## src/source/regMachine_macros.svh

```systemverilog
`ifndef REG_MACHINE_MACROS_SVH
`define REG_MACHINE_MACROS_SVH

// register and data path width
`define DATA_WIDTH 8

// registers in the file, paired as even/odd
`define REG_COUNT 16
`define REG_IDX_W 4

`endif

```

## src/source/regMachinePkg.sv

```systemverilog
`default_nettype none

`include "regMachine_macros.svh"

package regMachinePkg;

    // host command codes
    typedef enum logic [3:0] {
        OP_LDI    = 4'd0,
        OP_MOV    = 4'd1,
        OP_ADD    = 4'd2,
        OP_SUB    = 4'd3,
        OP_AND    = 4'd4,
        OP_XOR    = 4'd5,
        OP_INCP   = 4'd6,
        OP_DECP   = 4'd7,
        OP_RDH    = 4'd8,
        OP_LDIINC = 4'd9
    } opcode_t;

    // operations of the ALU, A is the destination register
    typedef enum logic [2:0] {
        ALU_PASSB = 3'd0,
        ALU_ADD   = 3'd1,
        ALU_SUB   = 3'd2,
        ALU_AND   = 3'd3,
        ALU_XOR   = 3'd4
    } aluOp_t;

    typedef struct packed {
        logic [`DATA_WIDTH-1:0] value;
        // carry out for add, borrow for sub
        logic                   carry;
        logic                   zero;
    } aluResult_t;

endpackage

`default_nettype wire

```

## src/source/regBus.sv

```systemverilog
`default_nettype none

`include "regMachine_macros.svh"

interface regBus;

    // selects and write controls from the sequencer
    logic [`REG_IDX_W-1:0]  aSel;
    logic [`REG_IDX_W-1:0]  bSel;
    logic [`DATA_WIDTH-1:0] writeData;
    logic                   writeEn;
    logic                   inc;
    logic                   dec;

    // read data from the register file
    logic [`DATA_WIDTH-1:0] outA;
    logic [`DATA_WIDTH-1:0] outB;
    logic [`DATA_WIDTH-1:0] pairHigh;

    modport sequencer (
        output aSel, bSel, writeData, writeEn, inc, dec,
        input  outA, outB, pairHigh
    );

    modport storage (
        input  aSel, bSel, writeData, writeEn, inc, dec,
        output outA, outB, pairHigh
    );

    modport alu (
        input outA, outB
    );

endinterface

`default_nettype wire

```

## src/source/regFile.sv

```systemverilog
`default_nettype none

`include "regMachine_macros.svh"

module regFile (
    input logic    clk,
    input logic    rstN,
    regBus.storage rb
);

    localparam logic [2*`DATA_WIDTH-1:0] pairOne = 1;

    logic [`DATA_WIDTH-1:0]   regs [`REG_COUNT];
    logic [`REG_IDX_W-1:0]    pairLo;
    logic [`REG_IDX_W-1:0]    pairHi;
    logic                     pairEven;
    logic [2*`DATA_WIDTH-1:0] pairValue;
    logic [2*`DATA_WIDTH-1:0] pairNext;
    logic                     stepEn;

    // pair is {r[bSel+1], r[bSel]}, only valid for an even bSel
    assign pairLo    = {rb.bSel[`REG_IDX_W-1:1], 1'b0};
    assign pairHi    = {rb.bSel[`REG_IDX_W-1:1], 1'b1};
    assign pairEven  = ~rb.bSel[0];
    assign pairValue = {regs[pairHi], regs[pairLo]};

    always_comb begin
        if (rb.inc) begin
            pairNext = pairValue + pairOne;
        end else if (rb.dec) begin
            pairNext = pairValue - pairOne;
        end else begin
            pairNext = pairValue;
        end
    end

    // a byte write onto the low register cancels the step
    assign stepEn = (rb.inc || rb.dec) && pairEven &&
                    !(rb.writeEn && (rb.aSel == pairLo));

    always_ff @(posedge clk or negedge rstN) begin
        if (!rstN) begin
            for (int i = 0; i < `REG_COUNT; i++) begin
                regs[i] <= '0;
            end
        end else begin
            if (rb.writeEn) begin
                regs[rb.aSel] <= rb.writeData;
            end
            // issued after the write so the step owns the high byte on a clash
            if (stepEn) begin
                regs[pairLo] <= pairNext[`DATA_WIDTH-1:0];
                regs[pairHi] <= pairNext[2*`DATA_WIDTH-1:`DATA_WIDTH];
            end
        end
    end

    // combinational read ports
    assign rb.outA = regs[rb.aSel];
    assign rb.outB = regs[rb.bSel];

    always_comb begin
        if (pairEven) begin
            rb.pairHigh = regs[pairHi];
        end else begin
            rb.pairHigh = '0;
        end
    end

    // the sequencer decodes at most one pair step per command
    incDecExclusive: assert property (
        @(posedge clk) disable iff (!rstN)
        !(rb.inc && rb.dec)
    ) else $error("regFile: inc and dec high together");

endmodule

`default_nettype wire

```

## src/source/aluUnit.sv

```systemverilog
`default_nettype none

`include "regMachine_macros.svh"

module aluUnit (
    regBus.alu                         rb,
    input  regMachinePkg::aluOp_t      aluOp,
    output regMachinePkg::aluResult_t  result
);

    import regMachinePkg::*;

    // one extra bit catches carry out or borrow
    logic [`DATA_WIDTH:0] full;

    always_comb begin
        case (aluOp)
            ALU_PASSB: begin
                full = {1'b0, rb.outB};
            end
            ALU_ADD: begin
                full = {1'b0, rb.outA} + {1'b0, rb.outB};
            end
            ALU_SUB: begin
                // top bit set when outB is larger than outA
                full = {1'b0, rb.outA} - {1'b0, rb.outB};
            end
            ALU_AND: begin
                full = {1'b0, rb.outA & rb.outB};
            end
            ALU_XOR: begin
                full = {1'b0, rb.outA ^ rb.outB};
            end
            default: begin
                full = '0;
            end
        endcase
    end

    always_comb begin
        result.value = full[`DATA_WIDTH-1:0];
        result.carry = full[`DATA_WIDTH];
        result.zero  = (full[`DATA_WIDTH-1:0] == '0);
    end

endmodule

`default_nettype wire

```

## src/source/cmdSequencer.sv

```systemverilog
`default_nettype none

`include "regMachine_macros.svh"

module cmdSequencer (
    input  logic                       clk,
    input  logic                       rstN,
    input  logic                       cmdReq,
    input  regMachinePkg::opcode_t     cmdOp,
    input  logic [`REG_IDX_W-1:0]      cmdDst,
    input  logic [`REG_IDX_W-1:0]      cmdSrc,
    input  logic [`DATA_WIDTH-1:0]     cmdImm,
    output logic                       cmdAck,
    output logic [`DATA_WIDTH-1:0]     resultData,
    output logic                       resultCarry,
    output logic                       resultZero,
    regBus.sequencer                   rb,
    output regMachinePkg::aluOp_t      aluOp,
    input  regMachinePkg::aluResult_t  aluResult
);

    import regMachinePkg::*;

    typedef enum logic {
        S_IDLE,
        S_HELD
    } state_t;

    state_t                 state;
    logic                   fire;
    logic                   writeReq;
    logic                   incReq;
    logic                   decReq;
    logic                   useImm;
    logic [`DATA_WIDTH-1:0] nextData;
    logic                   nextCarry;
    logic                   nextZero;

    // a command executes only on the edge that moves idle to held
    assign fire = (state == S_IDLE) && cmdReq;

    always_comb begin
        aluOp     = ALU_PASSB;
        writeReq  = 1'b0;
        incReq    = 1'b0;
        decReq    = 1'b0;
        useImm    = 1'b0;
        nextData  = aluResult.value;
        nextCarry = 1'b0;
        case (cmdOp)
            OP_LDI: begin
                writeReq = 1'b1;
                useImm   = 1'b1;
                nextData = cmdImm;
            end
            OP_MOV: begin
                writeReq = 1'b1;
            end
            OP_ADD, OP_SUB, OP_AND, OP_XOR: begin
                writeReq  = 1'b1;
                nextCarry = aluResult.carry;
                if (cmdOp == OP_ADD) begin
                    aluOp = ALU_ADD;
                end else if (cmdOp == OP_SUB) begin
                    aluOp = ALU_SUB;
                end else if (cmdOp == OP_AND) begin
                    aluOp = ALU_AND;
                end else begin
                    aluOp = ALU_XOR;
                end
            end
            OP_INCP, OP_DECP: begin
                incReq   = (cmdOp == OP_INCP);
                decReq   = (cmdOp == OP_DECP);
                // old low byte of the pair
                nextData = rb.outB;
            end
            OP_RDH: begin
                nextData = rb.pairHigh;
            end
            OP_LDIINC: begin
                writeReq = 1'b1;
                incReq   = 1'b1;
                useImm   = 1'b1;
                nextData = cmdImm;
            end
            default: begin
                nextData = '0;
            end
        endcase
        // alu results bring their own zero flag
        nextZero = (writeReq && !useImm) ? aluResult.zero : (nextData == '0);
    end

    assign rb.aSel      = cmdDst;
    assign rb.bSel      = cmdSrc;
    assign rb.writeData = useImm ? cmdImm : aluResult.value;
    assign rb.writeEn   = fire && writeReq;
    assign rb.inc       = fire && incReq;
    assign rb.dec       = fire && decReq;

    always_ff @(posedge clk or negedge rstN) begin
        if (!rstN) begin
            state       <= S_IDLE;
            resultData  <= '0;
            resultCarry <= 1'b0;
            resultZero  <= 1'b0;
        end else if (fire) begin
            state       <= S_HELD;
            resultData  <= nextData;
            resultCarry <= nextCarry;
            resultZero  <= nextZero;
        end else if ((state == S_HELD) && !cmdReq) begin
            state <= S_IDLE;
        end
    end

    assign cmdAck = (state == S_HELD);

    // host must release the request before ack may drop
    ackHeldWithReq: assert property (
        @(posedge clk) disable iff (!rstN)
        (cmdAck && cmdReq) |=> cmdAck
    ) else $error("cmdSequencer: cmdAck fell while cmdReq high");

    opKnownOnReq: assert property (
        @(posedge clk) disable iff (!rstN)
        cmdReq |-> !$isunknown(cmdOp)
    ) else $error("cmdSequencer: cmdOp unknown during request");

endmodule

`default_nettype wire

```

## src/source/regMachine.sv

```systemverilog
`default_nettype none

`include "regMachine_macros.svh"

module regMachine (
    input  logic                    clk,
    input  logic                    rstN,
    input  logic                    cmdReq,
    input  regMachinePkg::opcode_t  cmdOp,
    input  logic [`REG_IDX_W-1:0]   cmdDst,
    input  logic [`REG_IDX_W-1:0]   cmdSrc,
    input  logic [`DATA_WIDTH-1:0]  cmdImm,
    output logic                    cmdAck,
    output logic [`DATA_WIDTH-1:0]  resultData,
    output logic                    resultCarry,
    output logic                    resultZero
);

    import regMachinePkg::*;

    aluOp_t     aluOp;
    aluResult_t aluResult;

    // shared select and read-data bus
    regBus rb ();

    regFile uRegFile (
        .clk  (clk),
        .rstN (rstN),
        .rb   (rb.storage)
    );

    aluUnit uAlu (
        .rb     (rb.alu),
        .aluOp  (aluOp),
        .result (aluResult)
    );

    cmdSequencer uSeq (
        .clk         (clk),
        .rstN        (rstN),
        .cmdReq      (cmdReq),
        .cmdOp       (cmdOp),
        .cmdDst      (cmdDst),
        .cmdSrc      (cmdSrc),
        .cmdImm      (cmdImm),
        .cmdAck      (cmdAck),
        .resultData  (resultData),
        .resultCarry (resultCarry),
        .resultZero  (resultZero),
        .rb          (rb.sequencer),
        .aluOp       (aluOp),
        .aluResult   (aluResult)
    );

endmodule

`default_nettype wire

```

## config.mk

```make
export PLATFORM = sky130hd
export DESIGN_NAME = regMachine
export DESIGN_NICKNAME = d
export VERILOG_FILES = /design/src/source/regMachinePkg.sv /design/src/source/regBus.sv /design/src/source/regFile.sv /design/src/source/aluUnit.sv /design/src/source/cmdSequencer.sv /design/src/source/regMachine.sv
export VERILOG_INCLUDE_DIRS = /design/src /design/src/source
export SDC_FILE = /design/constraint.sdc
export NUM_CORES = 1
export LEC_CHECK = 0
export ABC_AREA = 1
export BUFFER_PORTS_ARGS = -buffer_cell sky130_fd_sc_hd__buf_2
export CORE_MARGIN = 4
export CORE_UTILIZATION = 42
export DETAILED_ROUTE_END_ITERATION = 8
export GPL_TIMING_DRIVEN = 1
export PLACE_DENSITY = 0.53
export RECOVER_POWER = 50
export SETUP_SLACK_MARGIN = 0.3
export SYNTH_ARGS = -nofsm -noshare
export SYNTH_HDL_FRONTEND = slang
export SYNTH_SLANG_ARGS = --single-unit
```

## constraint.sdc

```tcl
create_clock -name clk -period 5.34 [get_ports clk]
set_input_delay 1.602 -clock clk [delete_from_list [all_inputs] [get_ports clk]]
set_output_delay 1.602 -clock clk [all_outputs]
set_load 0.02 [all_outputs]
```

==> flow_summary.toml <==
[run_status]
outcome = "finished with violations"
violations = "max-capacitance violations, max-slew violations"

[layout]
seqCellArea_um2 = 3480
finish.utilization_pct = 48.5
multiInputGateArea_um2 = 7680
area_growth_pct = 14.2
mostFrequentLayoutCell = "nand2_1"
final_area_um2 = 14400
antenna_cells = 0
most-common-layout-cells = "834 x nand2_1, 217 x inv_1, 191 x o21ai_0, 139 x dfrtp_1, 109 x nand3_1"
nets = 2195
fill_cells = 3207
layout-drive-gt1-share_pct = 12.9

[critical_path]
cp_max_fo = 10
worst_setup_path_start_kind = "input port"
crit_path_end_kind = "register"
worstSetupStartpoint = "cmdDst[1]"
worstPathRequired_ps = 5690
arrival_ps = 5150
slowest_stage = "nand2_1"
r2r-end = "uRegFile.regs[7]$_DFF_PN0_"
worstSetupPathType = "input port to register"
slowest_delay_ps = 480
r2r_cells = 20
crit_chain = "buf_2 -> nand2_1 -> buf_4 -> o21ai_0 -> o21ai_0 -> nand4_1 -> ha_1 -> nand2_1 -> inv_1 -> a21oi_1 -> nand3b_1 -> nand3_1 -> nand3b_1 -> nand2_2 -> buf_4 -> nand3_1 -> o211ai_1 -> nand2_1"
r2r_slack_ps = 1660
r2r_start = "uRegFile.regs[107]$_DFF_PN0_"
cpMostUsedCell = "nand2_1"

[drt]
wl_mm = 61.7
drc = 0
ant_nets = 0
drtIter0Drc = 1960
wl_per_cell_um = 24.1
via_per_inst = 5.86
drtPass1Iterations = 7
vias = 14970

[power]
ir_drop_v = 0.000234
power_density_nw_per_um2 = 449
p_leak_nw = 7.45
power_mw = 6.46

[place]
port_buffers = 33
place_hpwl_mm = 44.1
dpl-instance-area_um2 = 13600
gp_congestion = 1.00

[yosys]
yosysSeqAreaShare_pct = 27.6
synthCells = 2085
syn_nets = 2129
ys_ff_latch = 139
yosysWarnings = 0
ys.flop_type = "dfrtp_1"
async_flop_share_pct = 100
syn_avg_cell_area_um2 = 6.04
ys_types = 49
synth-edff-count = 0
netlist_area_um2 = 12600

[grt]
grt_pass1_wl_mm = 90.6
grt_usage_pct = 36.9
grt_pass1_vias = 13688
grt_max_degree = 90
gr-total-overflow = 0
antenna_found_initial = 0

[clocking]
clkSinkCount = 139
clk_pin_slew_worst_paths_ps = 70
tritoncts = "built"
cts_buffer_depth = 2
cts_hold_buf = 0
root_buffer = "clkbuf_16"
cts_inserted_buffers = 17
cts.htree.levels = 4
clk_latency_ps = 460

[timing]
tns_ps = 0
tightest_slew_ps = 2650
finalSetupViolCount = 0
slew_viol_final = 90
rsz0062_at_grt = "true"
post-route-min-period_ps = 4800
whs_ps = 479
hold_viol = 0
period_share_pct = 90.0
fin_skew_ps = 12.4
slew-limit-headroom_pct = -76.5
max_clock_freq_mhz = 208

[die]
dieWidth_um = 181
rows = 63
die-area_um2 = 32800
num_io_pins = 34
core_um2 = 29600
initial_core_util_pct = 42.5
fp.dieH_um = 181

[min_path]
hold_class = "register to register"
hp-start = "uSeq.resultData[3]$_DFFE_PN0P_"
min_path_cells = 2
hold_end = "uSeq.resultData[3]$_DFFE_PN0P_"

[job]
max-cap-violations = 1
==> through the flow <==
| stage | std cells | setup slack (ps) |
|---|---|---|
| 6_report | 2554 | 536 |
| 3_5_place_dp | 2517 | 53.4 |
| 2_1_floorplan | 2085 | 724 |
| 5_1_grt | 2554 | 305 |
| 3_3_place_gp | 2517 | 14.2 |
| 4_1_cts | 2549 | 531 |
==> layout make-up <==
cell class                 instances  share of cell area, %
sequential                       139                   24.2
tap                              390                   3.39
multi-input combinational       1602                   53.4
clock buffer                      21                   3.20
clock inverter                    11                   1.49
inverter                         244                   6.41
timing repair buffer             147                   7.92
==> registers in the layout (all words and copies together) (netlist names) <==
signal,cells
uRegFile.regs,128
uSeq.cmdAck,1
uSeq.resultCarry,1
uSeq.resultData,8
uSeq.resultZero,1
==> cells in the mapped netlist, types with 10 or more instances <==
cell type | instances | share of area [%]
nand2_1 | 835 | 25
inv_1 | 220 | 6.6
o21ai_0 | 198 | 7.9
dfrtp_1 | 139 | 28
nand3_1 | 112 | 4.5
nor2_1 | 108 | 3.2
o211ai_1 | 61 | 3.6
a21oi_1 | 52 | 2.1
buf_2 | 48 | 1.9
o22ai_1 | 44 | 2.2
o21ai_1 | 43 | 1.7
nand2_2 | 28 | 1.4
clkbuf_1 | 25 | 0.75
inv_2 | 22 | 0.66
ha_1 | 20 | 2.0
nand4_1 | 18 | 0.89
buf_4 | 15 | 0.89
nor2_2 | 15 | 0.75
nor2_4 | 10 | 0.89
==> power breakdown <==
group / switching, mW / leakage [nW] / internal [mW]
registers: 0.351 / 1.57 / 1.53
clock network: 0.538 / 0.324 / 0.901
logic: 2.08 / 5.56 / 1.06
total: 2.97 / 7.45 / 3.49
==> kinds of logic (layout without fill, tap and decap cells) <==
family	after synthesis	after routing	share of synthesized area, %
flip-flops	139	139	27.6
buffers and inverters	344	423	11.6
multiplexers	5	5	0.397
XOR/XNOR	18	18	1.67
adder cells (fa/ha/maj)	21	21	2.15
AO/OA/AOI/OAI	417	417	19.0
AND/OR/NAND/NOR	1141	1141	37.5
==> metal layers <==
layer	global-route usage [%]	vias up	part of all wire, %
met1	51.0	7016	41
met4	18.2	0	5.8
met5	0	-	0
met3	7.11	187	11
li1	-	6830	-
met2	55.1	937	42
==> worst max path at each step <==
stage | to | slack (ps) | cells past startpoint
after floorplan | uRegFile.regs[31]$_DFF_PN0_ | 720 | 24
after global placement | uRegFile.regs[13]$_DFF_PN0_ | 10 | 29
after detailed placement | uRegFile.regs[95]$_DFF_PN0_ | 50 | 23
after CTS | uRegFile.regs[95]$_DFF_PN0_ | 530 | 23
after global routing | uRegFile.regs[95]$_DFF_PN0_ | 300 | 26
final | uRegFile.regs[7]$_DFF_PN0_ | 540 | 18
==> repair_timing <==
| item | CTS | global route |
|---|---|---|
| buffers inserted | 0 | 4 |
| setup endpoints to repair | 0 | 46 |
| gates resized for setup | 0 | 19 |
==> worst max-delay path, delay by kind of cell <==
family,cells,cell delay (ps)
and+or+nand+nor,9,1700
AOI/OAI and AO/OA,4,680
adders and majority gates,1,460
buffers and inverters,4,680
Power figures use the tool's default switching activity.
